<file path="config.mk">
export PLATFORM = sky130hd
export DESIGN_NAME = field_update_top
export DESIGN_NICKNAME = d
export VERILOG_FILES = /design/src/message_layout_pkg.sv /design/src/field_pkg.sv /design/src/message_slot_decode.sv /design/src/field_priority_merge.sv /design/src/field_store.sv /design/src/field_update_top.sv
export SDC_FILE = /design/constraint.sdc
export NUM_CORES = 1
export LEC_CHECK = 0
export BUFFER_PORTS_ARGS = -buffer_cell sky130_fd_sc_hd__clkbuf_2
export CORE_MARGIN = 3
export CORE_UTILIZATION = 35
export CTS_BUF_LIST = sky130_fd_sc_hd__clkbuf_16
export CTS_CLUSTER_DIAMETER = 100
export DETAILED_ROUTE_END_ITERATION = 8
export PLACE_DENSITY = 0.7
export SYNTH_ARGS = -nofsm -noshare
export SYNTH_HDL_FRONTEND = slang
export SYNTH_SLANG_ARGS = --single-unit
</file>
<file path="constraint.sdc">
create_clock -name clk -period 2.8 [get_ports clk]
set_clock_uncertainty 0.15 [all_clocks]
set_input_delay 0.14 -clock clk [delete_from_list [all_inputs] [get_ports clk]]
set_output_delay 0.14 -clock clk [all_outputs]
set_load 0.05 [all_outputs]
</file>
<file path="src/message_layout_pkg.sv">
`default_nettype none

package message_layout_pkg;

    localparam int message_width = 32;

    typedef logic [message_width-1:0] message_t;

    typedef enum logic [1:0] {
        kind_none = 2'd0,
        kind_a    = 2'd1,
        kind_d    = 2'd2,
        kind_k    = 2'd3
    } message_kind_e;

    // Header, same place in every kind.
    localparam int hdr_pid1_hi = 31;
    localparam int hdr_pid1_lo = 31;
    localparam int hdr_mc1_hi  = 30;
    localparam int hdr_mc1_lo  = 30;
    localparam int hdr_mt1_hi  = 29;
    localparam int hdr_mt1_lo  = 29;

    localparam int a_ss5_hi   = 28;
    localparam int a_ss5_lo   = 24;
    localparam int a_sp4_hi   = 23;
    localparam int a_sp4_lo   = 20;
    localparam int a_v4_hi    = 19;
    localparam int a_v4_lo    = 16;
    localparam int a_ti4_hi   = 15;
    localparam int a_ti4_lo   = 12;
    localparam int a_ppdc1_hi = 11;
    localparam int a_ppdc1_lo = 11;

    localparam int d_ss5_hi  = 28;
    localparam int d_ss5_lo  = 24;
    localparam int d_sp4_hi  = 23;
    localparam int d_sp4_lo  = 20;
    localparam int d_oiv4_hi = 19;
    localparam int d_oiv4_lo = 16;

    // Kind k swaps SP4 and SS5.
    localparam int k_sp4_hi   = 28;
    localparam int k_sp4_lo   = 25;
    localparam int k_ss5_hi   = 24;
    localparam int k_ss5_lo   = 20;
    localparam int k_bp4_hi   = 19;
    localparam int k_bp4_lo   = 16;
    localparam int k_bs4_hi   = 15;
    localparam int k_bs4_lo   = 12;
    localparam int k_ppdc1_hi = 11;
    localparam int k_ppdc1_lo = 11;

endpackage

`default_nettype wire

</file>
<file path="src/field_pkg.sv">
`default_nettype none

package field_pkg;

    typedef logic       flag_t;
    typedef logic [4:0] ss_t;
    typedef logic [3:0] nibble_t;

    localparam int num_fields = 11;

    // Bit index of each field in a hit or write enable vector.
    localparam int fld_pid1  = 0;
    localparam int fld_mc1   = 1;
    localparam int fld_mt1   = 2;
    localparam int fld_ss5   = 3;
    localparam int fld_sp4   = 4;
    localparam int fld_v4    = 5;
    localparam int fld_ti4   = 6;
    localparam int fld_ppdc1 = 7;
    localparam int fld_oiv4  = 8;
    localparam int fld_bp4   = 9;
    localparam int fld_bs4   = 10;

    typedef logic [num_fields-1:0] field_hit_t;

endpackage

`default_nettype wire

</file>
<file path="src/message_slot_decode.sv">
`timescale 1ns/1ps
`default_nettype none

module message_slot_decode
    import message_layout_pkg::*;
    import field_pkg::*;
(
    input  message_t      message,
    input  message_kind_e kind,
    output field_hit_t    field_hit,
    output flag_t         pid1,
    output flag_t         mc1,
    output flag_t         mt1,
    output flag_t         ppdc1,
    output ss_t           ss5,
    output nibble_t       sp4,
    output nibble_t       v4,
    output nibble_t       ti4,
    output nibble_t       oiv4,
    output nibble_t       bp4,
    output nibble_t       bs4
);

    always_comb begin
        field_hit = '0;
        pid1      = '0;
        mc1       = '0;
        mt1       = '0;
        ppdc1     = '0;
        ss5       = '0;
        sp4       = '0;
        v4        = '0;
        ti4       = '0;
        oiv4      = '0;
        bp4       = '0;
        bs4       = '0;

        if (kind != kind_none) begin
            field_hit[fld_pid1] = 1'b1;
            field_hit[fld_mc1]  = 1'b1;
            field_hit[fld_mt1]  = 1'b1;
            pid1 = message[hdr_pid1_hi:hdr_pid1_lo];
            mc1  = message[hdr_mc1_hi:hdr_mc1_lo];
            mt1  = message[hdr_mt1_hi:hdr_mt1_lo];
        end

        case (kind)
            kind_a: begin
                field_hit[fld_ss5]   = 1'b1;
                field_hit[fld_sp4]   = 1'b1;
                field_hit[fld_v4]    = 1'b1;
                field_hit[fld_ti4]   = 1'b1;
                field_hit[fld_ppdc1] = 1'b1;
                ss5   = message[a_ss5_hi:a_ss5_lo];
                sp4   = message[a_sp4_hi:a_sp4_lo];
                v4    = message[a_v4_hi:a_v4_lo];
                ti4   = message[a_ti4_hi:a_ti4_lo];
                ppdc1 = message[a_ppdc1_hi:a_ppdc1_lo];
            end
            kind_d: begin
                field_hit[fld_ss5]  = 1'b1;
                field_hit[fld_sp4]  = 1'b1;
                field_hit[fld_oiv4] = 1'b1;
                ss5  = message[d_ss5_hi:d_ss5_lo];
                sp4  = message[d_sp4_hi:d_sp4_lo];
                oiv4 = message[d_oiv4_hi:d_oiv4_lo];
            end
            kind_k: begin
                field_hit[fld_ss5]   = 1'b1;
                field_hit[fld_sp4]   = 1'b1;
                field_hit[fld_bp4]   = 1'b1;
                field_hit[fld_bs4]   = 1'b1;
                field_hit[fld_ppdc1] = 1'b1;
                ss5   = message[k_ss5_hi:k_ss5_lo];
                sp4   = message[k_sp4_hi:k_sp4_lo];
                bp4   = message[k_bp4_hi:k_bp4_lo];
                bs4   = message[k_bs4_hi:k_bs4_lo];
                ppdc1 = message[k_ppdc1_hi:k_ppdc1_lo];
            end
            default: ;
        endcase
    end

endmodule

`default_nettype wire

</file>
<file path="src/field_priority_merge.sv">
`timescale 1ns/1ps
`default_nettype none

module field_priority_merge
    import field_pkg::*;
(
    input  field_hit_t hit_1,
    input  field_hit_t hit_2,
    input  field_hit_t hit_3,
    input  flag_t      pid1_1,  pid1_2,  pid1_3,
    input  flag_t      mc1_1,   mc1_2,   mc1_3,
    input  flag_t      mt1_1,   mt1_2,   mt1_3,
    input  flag_t      ppdc1_1, ppdc1_2, ppdc1_3,
    input  ss_t        ss5_1,   ss5_2,   ss5_3,
    input  nibble_t    sp4_1,   sp4_2,   sp4_3,
    input  nibble_t    v4_1,    v4_2,    v4_3,
    input  nibble_t    ti4_1,   ti4_2,   ti4_3,
    input  nibble_t    oiv4_1,  oiv4_2,  oiv4_3,
    input  nibble_t    bp4_1,   bp4_2,   bp4_3,
    input  nibble_t    bs4_1,   bs4_2,   bs4_3,
    output field_hit_t field_we,
    output flag_t      pid1_next,
    output flag_t      mc1_next,
    output flag_t      mt1_next,
    output flag_t      ppdc1_next,
    output ss_t        ss5_next,
    output nibble_t    sp4_next,
    output nibble_t    v4_next,
    output nibble_t    ti4_next,
    output nibble_t    oiv4_next,
    output nibble_t    bp4_next,
    output nibble_t    bs4_next
);

    assign field_we = hit_1 | hit_2 | hit_3;

    // Highest slot wins; slot 1 is the fallback and only matters when it hits.
    assign pid1_next  = hit_3[fld_pid1]  ? pid1_3  :
                        hit_2[fld_pid1]  ? pid1_2  : pid1_1;
    assign mc1_next   = hit_3[fld_mc1]   ? mc1_3   :
                        hit_2[fld_mc1]   ? mc1_2   : mc1_1;
    assign mt1_next   = hit_3[fld_mt1]   ? mt1_3   :
                        hit_2[fld_mt1]   ? mt1_2   : mt1_1;
    assign ppdc1_next = hit_3[fld_ppdc1] ? ppdc1_3 :
                        hit_2[fld_ppdc1] ? ppdc1_2 : ppdc1_1;
    assign ss5_next   = hit_3[fld_ss5]   ? ss5_3   :
                        hit_2[fld_ss5]   ? ss5_2   : ss5_1;
    assign sp4_next   = hit_3[fld_sp4]   ? sp4_3   :
                        hit_2[fld_sp4]   ? sp4_2   : sp4_1;
    assign v4_next    = hit_3[fld_v4]    ? v4_3    :
                        hit_2[fld_v4]    ? v4_2    : v4_1;
    assign ti4_next   = hit_3[fld_ti4]   ? ti4_3   :
                        hit_2[fld_ti4]   ? ti4_2   : ti4_1;
    assign oiv4_next  = hit_3[fld_oiv4]  ? oiv4_3  :
                        hit_2[fld_oiv4]  ? oiv4_2  : oiv4_1;
    assign bp4_next   = hit_3[fld_bp4]   ? bp4_3   :
                        hit_2[fld_bp4]   ? bp4_2   : bp4_1;
    assign bs4_next   = hit_3[fld_bs4]   ? bs4_3   :
                        hit_2[fld_bs4]   ? bs4_2   : bs4_1;

endmodule

`default_nettype wire

</file>
<file path="src/field_store.sv">
`timescale 1ns/1ps
`default_nettype none

module field_store
    import field_pkg::*;
(
    input  logic       clk,
    input  logic       rst,
    input  logic       message_en,
    input  field_hit_t field_we,
    input  flag_t      pid1_next,
    input  flag_t      mc1_next,
    input  flag_t      mt1_next,
    input  flag_t      ppdc1_next,
    input  ss_t        ss5_next,
    input  nibble_t    sp4_next,
    input  nibble_t    v4_next,
    input  nibble_t    ti4_next,
    input  nibble_t    oiv4_next,
    input  nibble_t    bp4_next,
    input  nibble_t    bs4_next,
    output flag_t      pid1,
    output flag_t      mc1,
    output flag_t      mt1,
    output flag_t      ppdc1,
    output ss_t        ss5,
    output nibble_t    sp4,
    output nibble_t    v4,
    output nibble_t    ti4,
    output nibble_t    oiv4,
    output nibble_t    bp4,
    output nibble_t    bs4
);

    always_ff @(posedge clk) begin
        if (rst) begin
            pid1  <= '0;
            mc1   <= '0;
            mt1   <= '0;
            ppdc1 <= '0;
            ss5   <= '0;
            sp4   <= '0;
            v4    <= '0;
            ti4   <= '0;
            oiv4  <= '0;
            bp4   <= '0;
            bs4   <= '0;
        end else if (message_en) begin
            // Fields no slot carried hold.
            if (field_we[fld_pid1])  pid1  <= pid1_next;
            if (field_we[fld_mc1])   mc1   <= mc1_next;
            if (field_we[fld_mt1])   mt1   <= mt1_next;
            if (field_we[fld_ppdc1]) ppdc1 <= ppdc1_next;
            if (field_we[fld_ss5])   ss5   <= ss5_next;
            if (field_we[fld_sp4])   sp4   <= sp4_next;
            if (field_we[fld_v4])    v4    <= v4_next;
            if (field_we[fld_ti4])   ti4   <= ti4_next;
            if (field_we[fld_oiv4])  oiv4  <= oiv4_next;
            if (field_we[fld_bp4])   bp4   <= bp4_next;
            if (field_we[fld_bs4])   bs4   <= bs4_next;
        end
    end

endmodule

`default_nettype wire

</file>
<file path="src/field_update_top.sv">
`timescale 1ns/1ps
`default_nettype none

module field_update_top
    import message_layout_pkg::*;
    import field_pkg::*;
(
    input  logic          clk,
    input  logic          rst,
    input  logic          message_en,
    input  message_t      message_1,
    input  message_t      message_2,
    input  message_t      message_3,
    input  message_kind_e kind_1,
    input  message_kind_e kind_2,
    input  message_kind_e kind_3,
    output flag_t         pid1,
    output flag_t         mc1,
    output flag_t         mt1,
    output flag_t         ppdc1,
    output ss_t           ss5,
    output nibble_t       sp4,
    output nibble_t       v4,
    output nibble_t       ti4,
    output nibble_t       oiv4,
    output nibble_t       bp4,
    output nibble_t       bs4
);

    field_hit_t hit_1, hit_2, hit_3, field_we;
    flag_t      pid1_1, pid1_2, pid1_3, pid1_next;
    flag_t      mc1_1, mc1_2, mc1_3, mc1_next;
    flag_t      mt1_1, mt1_2, mt1_3, mt1_next;
    flag_t      ppdc1_1, ppdc1_2, ppdc1_3, ppdc1_next;
    ss_t        ss5_1, ss5_2, ss5_3, ss5_next;
    nibble_t    sp4_1, sp4_2, sp4_3, sp4_next;
    nibble_t    v4_1, v4_2, v4_3, v4_next;
    nibble_t    ti4_1, ti4_2, ti4_3, ti4_next;
    nibble_t    oiv4_1, oiv4_2, oiv4_3, oiv4_next;
    nibble_t    bp4_1, bp4_2, bp4_3, bp4_next;
    nibble_t    bs4_1, bs4_2, bs4_3, bs4_next;

    message_slot_decode slot1_dec (
        .message(message_1), .kind(kind_1), .field_hit(hit_1),
        .pid1(pid1_1), .mc1(mc1_1), .mt1(mt1_1), .ppdc1(ppdc1_1), .ss5(ss5_1),
        .sp4(sp4_1), .v4(v4_1), .ti4(ti4_1), .oiv4(oiv4_1), .bp4(bp4_1), .bs4(bs4_1)
    );

    message_slot_decode slot2_dec (
        .message(message_2), .kind(kind_2), .field_hit(hit_2),
        .pid1(pid1_2), .mc1(mc1_2), .mt1(mt1_2), .ppdc1(ppdc1_2), .ss5(ss5_2),
        .sp4(sp4_2), .v4(v4_2), .ti4(ti4_2), .oiv4(oiv4_2), .bp4(bp4_2), .bs4(bs4_2)
    );

    message_slot_decode slot3_dec (
        .message(message_3), .kind(kind_3), .field_hit(hit_3),
        .pid1(pid1_3), .mc1(mc1_3), .mt1(mt1_3), .ppdc1(ppdc1_3), .ss5(ss5_3),
        .sp4(sp4_3), .v4(v4_3), .ti4(ti4_3), .oiv4(oiv4_3), .bp4(bp4_3), .bs4(bs4_3)
    );

    // Port names of merge and store match the wires here.
    field_priority_merge merge0 (.*);

    field_store store0 (.*);

endmodule

`default_nettype wire

</file>
# == Word level (Yosys, flattened, before mapping) ==
# Cells that the tools add are included.
# word_totals
regBits,33
in_bits,105
output_inout_bits,33
word_cells,118
# classes
n_eq_ne,9
muxes,73
n_bitwise,2
reduce_logical,23
# op_table
op,count
$mux 4,27
$pmux 5 s2,3
$mux 1,26
$pmux 4 s2,3
$or 11x11->11,2
$reduce_and 2->1,11
$mux 2,9
$eq 2x2->1 const B,6
$reduce_or 2->1,6
$mux 5,2
$mux 3,3
$reduce_or 3->1,3
$eq 2x1->1 const B,3
$reduce_bool 2->1,3

# == Longest topological paths before layout ==
# Gate-level depths: netlist of the first run.
# depth
word_depth,6
depth_mapped,7
mapped_depth_nobuf,5

# == Modules after synthesis ==
# A second synthesis of the first run with hierarchy kept.
# hier_totals
hier_cells,457
hier_area_um2,3435.8
# modules_own_cells
mod,n_inst,cells_per_inst,area_per_inst_um2,seq_area_each_um2
field_store,1,150,1421.4,660.6
message_slot_decode,3,61,402.9,0.0
field_priority_merge,1,124,805.8,0.0

# == Worst setup path before layout of the first run ==
# OpenSTA, ideal clock, no wires.
# synth_timing
path_type,input to register
start,input port kind_1[1]
end,register store0.v4[1]
setup_ps,117
arrival_time_ps,1331
t_required_ps,2533
path_slack_ps,1201
stages,6
n_path_buf,1
cell_sequence,inv_1 -> ha_1 -> or3_1 -> nor2b_1 -> clkbuf_1 -> a32o_1
# synth_via
elab_chain_cells,5
elab_cells_between_ends,8
classes_between,eq/ne: 1; mux: 4; bitwise: 2; reduce/logical: 1
# synth_lines
item,line_no,text
start: declaration,field_update_top.sv:14,"input message_kind_e kind_1,"
$eq 2x1->1 *,message_slot_decode.sv:47,case (kind)
$mux 2,message_slot_decode.sv:47,
$or 11x11->11 (2 in series),field_priority_merge.sv:35,assign field_we = hit_1 | hit_2 | hit_3;
$reduce_and 2->1 (no line),n/a,
end signal: assignment,field_store.sv:56,if (field_we[fld_v4]) v4 <= v4_next;
end: declaration,field_store.sv:28,"output nibble_t v4,"
# Mark *: on every way between the ends. The rest lies on a longest branch, timed or not.
# A chain may end at the register's enable or synchronous reset.

# == Worst setup path after layout of the first run ==
# layout_timing
start,input port kind_2[1]
end,register store0.ti4[1]
# layout_via
elab_chain_cells,5
elab_cells_between_ends,8
classes_between,eq/ne: 1; mux: 4; bitwise: 2; reduce/logical: 1
# layout_lines
item,line_no,text
start: declaration,field_update_top.sv:15,"input message_kind_e kind_2,"
$eq 2x1->1 *,message_slot_decode.sv:47,
$mux 2,message_slot_decode.sv:47,
$or 11x11->11 (2 in series),field_priority_merge.sv:35,
$reduce_and 2->1 (no line),n/a,
end signal: assignment,field_store.sv:57,if (field_we[fld_ti4]) ti4 <= ti4_next;
end: declaration,field_store.sv:29,"output nibble_t ti4,"
# Marked as above.

==> reports/qor.yml, run 1 <==
start_util_pct: 36.7
io_pins: 138
cts_tree: "done"
outcome: "finished clean"
power.static_leakage_nw: 1.37
setup.worst_path.start_class: "input pin"
dieWidth_um: 88.1
grt_antenna_before_repair: 0
core.rowCount: 29
crit_chain: "clkbuf_2 -> inv_1 -> ha_1 -> nor2b_1 -> a221o_1 -> a32o_1"
critical_path.reg2reg.startpoint: "store0.mc1"
die_area_sq_um: 7760
power.internal_w: 0.00108
die_height_um: 88.1
netSwitchingFraction_pct: 31.2
netlist_top_cells_area: "dfxtp_1 28%, ha_1 9.0%, a32o_1 7.2%"
critPathMaxFanout: 14
htreeDepth: 2
required_ps: 2820
fmax_mhz: 570
launch_point_of_the_worst_hold_path: "message_3[15]"
overflow: 0
setup_viol: 0
finalHoldViolCount: 0
place.port_buffers: 104
dp_hpwl_mm: 5.52
postSynthRegisterBits: 33
critPathCapture: "store0.ti4[1]"
critical_path.endpoint_type: "register"
cts_max_path_buffers: 2
clock-root-buffer: "clkbuf_16"
worst_slew_pin_slew_ps: 764
area_growth_pct: 30.5
mappedNetlistArea_sq_um: 2360
layout-drive-gt1-share_pct: 35.4
grt_pass1_wl_mm: 11.3
gp_routability_congestion: 0.843
tns_ps: 0
postSynthAreaPerCell_sq_um: 9.03
p_total_w: 0.00157
rrSetupSlack_ps: 1900
slew_headroom_pct: 49.1
total_number_of_yosys_warnings: 0
drc_violation_count_after_routing: 0
hp-class: "input pin to register"
synth.most_common_cell: "dfxtp_1"
maxCapViolCount: 0
fp.coreArea_sq_um: 6420
nNetsFinal: 474
power.share.sequential_pct: 33.1
netlist_top_cells_count: "33 x dfxtp_1, 21 x nor2b_1, 18 x a22oi_1"
clock_insertion_delay_worst_skew_ps: 280
gr-usage-all-layers_pct: 18.6
clkTransAtPathRegs_ps: 50
finalWorstPathRequiredPeriod_ps: 1750
synth-edff-count: 0
yosysSeqAreaShare_pct: 28.0
critical_path_top_delay_cell: "ha_1"
synthCells: 261
net-switching-power_w: 0.000489
power_frac_comb_pct: 28.2
timing.critical_path.from: "kind_2[1]"
max-vdd-ir-drop_uv: 215
clock-sinks: 33
yosys.area.top_type_share_pct: 28.0
drv_slew: 0
finalWirelength_mm: 7.28
r2r_end: "store0.mc1"
layout_worst_path_cycle_share_pct: 62.6
power_density_nw_per_um2: 510
synth_cell_type_count: 37
timing.critical_path.arrival_ps: 1770
via_count: 2501
clockPowerShare_pct: 38.7
insertedDiodeCount: 0
routed_wire_length_per_instance_um: 16.9
reg2regPathDepth: 3
drt_iter0_drc: 93
syn-num-nets: 383
drt_first_pass_iters: 4
avgViaCountPerCell: 5.82
slowest_delay_ps: 500
numCtsBuffers: 5
grt_start_max_net_pins: 24
drt.antenna.violating_nets: 0
synthDominantAreaCellType: "dfxtp_1"
setup_repair_after_global_routing_missed_its_margin: "false"
fraction_of_synthesis_flops_using_an_asynchronous_set_or_reset_pin_pct: 0
via_count_of_the_first_global_routing_pass: 2341
synthFlopType: "dfxtp_1"
setup.worst_path.class: "input pin to register"
==> cells by family (layout without fill, tap and decap cells) <==
family / count (synthesis) / count (layout) / share of synthesized area [%]
adder cells (fa/ha/maj): 17 / 17 / 9.02
multiplexers: 3 / 3 / 1.43
AND/OR/NAND/NOR: 69 / 69 / 18.3
buffers and inverters: 33 / 125 / 5.57
AO/OA/AOI/OAI: 106 / 106 / 37.6
flip-flops: 33 / 33 / 28.0
==> registers in the layout, summed over array words and instances (netlist names) <==
register / count
store0.ss5: 5
store0.bp4: 4
store0.bs4: 4
store0.oiv4: 4
store0.sp4: 4
store0.ti4: 4
store0.v4: 4
store0.mc1: 1
store0.mt1: 1
store0.pid1: 1
store0.ppdc1: 1
==> power by group through the flow <==
stage          clock, W  sequential (W)  combinational (W)
3_3_place_gp          0        0.000528           0.000435
3_5_place_dp          0        0.000528           0.000440
6_report       0.000607        0.000518           0.000442
2_1_floorplan         0        0.000633           0.000191
4_1_cts        0.000615        0.000518           0.000442
5_1_grt        0.000632        0.000522           0.000479
==> final cells by class <==
type / instances / area, sq um
Clock inverter: 3 / 37.5
Sequential cell: 33 / 661
Tap cell: 77 / 96.3
Multi-Input combinational cell: 195 / 1570
Fill cell: 626 / 3350
Clock buffer: 5 / 125
Inverter: 8 / 30.0
Timing Repair Buffer: 109 / 561
==> routing by layer <==
| layer | GRT usage [%] | vias up | wire length [um] |
|---|---|---|---|
| met2 | 31.4 | 109 | 3370 |
| met5 | 0 | - | 0 |
| met3 | 3.67 | 10 | 555 |
| met1 | 24.0 | 1165 | 3220 |
| met4 | 5.22 | 0 | 145 |
| li1 | - | 1217 | - |
==> cell usage in the layout, fill, tap and decap left out, drive strengths merged, types with 3 or more instances in the layout <==
cell / synthesis / final
a221o: 16 / 16
a211oi: 3 / 3
nand2b: 17 / 17
nor2: 5 / 5
inv: 8 / 9
o211ai: 4 / 4
o221ai: 9 / 9
a221oi: 6 / 6
buf: 10 / 4
clkbuf: 15 / 109
and3b: 4 / 4
dfxtp: 33 / 33
nor2b: 21 / 21
nand3b: 11 / 11
o21ai: 7 / 7
a21oi: 6 / 6
a22oi: 18 / 18
a32o: 17 / 17
nand2: 4 / 4
o31ai: 12 / 12
mux2: 3 / 3
ha: 17 / 17
==> critical path: cells and delay by family <==
kind,cells,cell delay [ps]
buffers and inverters,2,220
adder cells (fa/ha/maj),1,500
AO/OA/AOI/OAI,2,630
AND/OR/NAND/NOR,1,280
==> worst min path at each step <==
| stage | depth (start not counted) | to | slack [ps] |
|---|---|---|---|
| 2_1_floorplan | 2 | store0.pid1 | 180 |
| 3_3_place_gp | 3 | store0.pid1 | 270 |
| 3_5_place_dp | 3 | store0.pid1 | 280 |
| 4_1_cts | 3 | store0.bs4[3] | 20 |
| 5_1_grt | 3 | store0.oiv4[3] | 60 |
| 6_report | 3 | store0.bs4[3] | 20 |
==> stage by stage <==
stage	utilization (%)	area (sq um)	setup slack (ps)	std cells	hold WS, ps
global route	47.9	3080	881	430	55.0
detailed placement	45.2	2900	771	421	278
finish	47.9	3080	1050	430	23.1
CTS	47.9	3080	1060	430	20.6
floorplan	-	2360	1200	261	182
global placement	45.2	2900	792	421	273
==> repair_timing <==
action                                 in CTS  in global routing
hold buffers                                1                  0
setup buffers                               0                  0
gates resized for setup                     0                  0
endpoints found under the hold margin       1                  0
Note: power is estimated with default switching activity, not from simulation.
==> inputs of run 2 (changes only) <==
PLACE_DENSITY = 0.73   (was 0.7)
clock period = 1.5 ns   (was 2.8 ns; I/O delays follow)
==> run 2 against run 1 <==
Effect of this change:
- worst hold slack got worse by 18 ps
- die area did not move
- sequential cell count did not move
- critical path depth fell by 1
- routed wire length rose by 5.6%
- total power rose by 81%
- cell area rose by 11%
- register-to-register slack got worse by 1300 ps
- non-clock buffer count rose by 43
- sequential share of layout area fell by 2.2 points
- core utilization rose by 5.4 points
- clock power rose by 55%
- largest cell class unchanged
==> reports/qor.yml, run 2 (same netlist as run 1, synthesis figures left out) <==
outcome: "finished clean"  # unchanged
fmax_mhz: 725
area_growth_pct: 45.1  # was 30.5%
layout-drive-gt1-share_pct: 41.4  # was 35.4%
max-vdd-ir-drop_uv: 441  # was 215 uV
maxCapViolCount: 0  # unchanged
worst_slew_pin_slew_ps: 523  # was 764 ps
critPathMaxFanout: 12  # was 14
fp.coreArea_sq_um: 6420  # unchanged
finalWorstPathRequiredPeriod_ps: 1380
drc_violation_count_after_routing: 0  # unchanged
routed_wire_length_per_instance_um: 16.3  # was 16.9 um
cts_setup_buffers: 0  # unchanged
cts_tree: "done"  # unchanged
via_count_of_the_first_global_routing_pass: 2504  # was 2,341
p_total_w: 0.00283  # was 0.00157 W
finalHoldViolCount: 0  # unchanged
setup.worst_path.start_class: "input pin"  # unchanged
core.rowCount: 29  # unchanged
htreeDepth: 2  # unchanged
start_util_pct: 36.7  # unchanged
dieWidth_um: 88.1  # unchanged
power_frac_comb_pct: 32.7  # was 28.2%
timing.critical_path.arrival_ps: 1390  # was 1770 ps
numCtsBuffers: 5  # unchanged
setup_repair_after_global_routing_missed_its_margin: "false"  # unchanged
gp_routability_congestion: 0.866  # was 0.843
critical_path_top_delay_cell: "ha_1"  # unchanged
finalWirelength_mm: 7.69  # was 7.28 mm
power_density_nw_per_um2: 829  # was 510 nW/um^2
critical_path.endpoint_type: "register"  # unchanged
clkTransAtPathRegs_ps: 50  # about the same
nNetsFinal: 517  # was 474
detailed_place.area_sq_um: 3190  # was 2900 sq um
die_height_um: 88.1  # unchanged
layout_worst_path_cycle_share_pct: 92.0
grt_antenna_before_repair: 0  # unchanged
grt_start_max_net_pins: 13  # was 24
clock-sinks: 33  # unchanged
drt.antenna.violating_nets: 0  # unchanged
io_pins: 138  # unchanged
hp-class: "input pin to register"  # unchanged
die_area_sq_um: 7760  # unchanged
critical_path.top_delay_family: "adder cells"  # was compound AO/OA/AOI/OAI gates
clock_insertion_delay_worst_skew_ps: 270  # was 280 ps
drt_first_pass_iters: 4  # unchanged
cts_max_path_buffers: 2  # unchanged
setup.worst_path.class: "input pin to register"  # unchanged
insertedDiodeCount: 0  # unchanged
power.internal_w: 0.00191  # was 0.00108 W
clockPowerShare_pct: 33.1  # was 38.7%
gr-usage-all-layers_pct: 19.7  # was 18.6%
netSwitchingFraction_pct: 32.5  # was 31.2%
net-switching-power_w: 0.000921  # was 0.000489 W
tns_ps: 0  # unchanged
drt_iter0_drc: 92  # was 93
via_count: 2645  # was 2,501
place.port_buffers: 104  # unchanged
layout_common_cells: "104 x clkbuf_2, 37 x buf_4, 33 x dfxtp_1"  # was 104 x clkbuf_2, 33 x dfxtp_1, 21 x nor2b_1
final_standard_cell_area_without_fillers_sq_um: 3420  # was 3080 sq um
overflow: 0  # unchanged
required_ps: 1510  # was 2820 ps
largest-register: "store0.ss5"  # unchanged
layout.cells.most_common: "clkbuf_2"  # unchanged
power.share.sequential_pct: 34.2  # was 33.1%
crit_chain: "clkbuf_2 -> ha_1 -> mux2_2 -> o211ai_1 -> a21oi_1"  # was clkbuf_2 -> inv_1 -> ha_1 -> nor2b_1 -> a221o_1 -> a32o_1
clock-root-buffer: "clkbuf_16"  # unchanged
avgViaCountPerCell: 5.62  # was 5.82
dp_hpwl_mm: 6.16  # was 5.52 mm
filler_cell_count: 601  # was 626
power.static_leakage_nw: 1.57  # was 1.37 nW
grt_pass1_wl_mm: 12.0  # was 11.3 mm
slew_headroom_pct: 65.1  # was 49.1%
critical_path.n_buffers_inverters: 1  # was 2
slowest_delay_ps: 500  # about the same
largest_register_ff_count: 5  # unchanged
drv_slew: 0  # unchanged
setup_viol: 0  # unchanged
[run 2: changes by cell type in the layout (fill, tap and decap cells not counted), sizes merged]
cell / before / now
buf: 4 / 39
bufinv: 1 / 0
dlygate4sd3: 1 / 9
inv: 9 / 8
[run 2: power groups by stage]
stage	registers [W]	clock network (W)	logic [W]
floorplan	0.00118	0	0.000356
global placement	0.000985	0	0.000887
detailed placement	0.000987	0	0.000901
CTS	0.000969	0.000952	0.000922
global route	0.000973	0.00100	0.00100
finish	0.000969	0.000939	0.000926
[run 2: worst paths after layout]
kind	start	slack (ps)	cells past startpoint	to
setup / recovery	kind_2[0]	120	5	store0.bs4[2]
hold / removal	message_3[30]	6	4	store0.mc1
setup reg to reg	store0.mt1	650	3	store0.mt1
hold reg to reg	store0.bp4[0]	310	2	store0.bp4[0]
[run 2: per-layer routing]
| metal | GRT usage, % | share of wire [%] |
|---|---|---|
| met1 | 25.4 | 45 |
| met3 | 4.14 | 7.2 |
| met5 | 0 | 0 |
| met2 | 33.8 | 47 |
| met4 | 4.95 | 0.91 |
[run 2: layout make-up]
| type | count | area, sq um | share of cell area [%] |
|---|---|---|---|
| Sequential cell | 33 | 661 | 19.3 |
| Inverter | 8 | 30.0 | 0.878 |
| Timing Repair Buffer | 152 | 928 | 27.1 |
| Tap cell | 77 | 96.3 | 2.82 |
| Clock buffer | 5 | 125 | 3.66 |
| Multi-Input combinational cell | 195 | 1570 | 46.0 |
| Clock inverter | 1 | 5.00 | 0.146 |
[run 2: stage by stage]
stage	hold WS, ps	worst slack, ps	std cells	utilization [%]
finish	5.61	120	471	53.2
global route	44.0	1.71	471	53.2
CTS	11.3	116	471	53.1
detailed placement	217	-168	456	49.7
global placement	211	-116	456	49.7
floorplan	117	5.23	261	-
[run 2: worst reg2reg max path: stages, from the launching register on]
cell	delay, ps
dfxtp_1	310
nor2b_1	120
o21ai_0	60
o21ai_0	100
[run 2: timing repair]
item,4_1_cts,5_1_grt
endpoints found under the hold margin,9,0
hold buffers,9,0
endpoints found under the setup margin,0,17
gates resized for setup,0,3
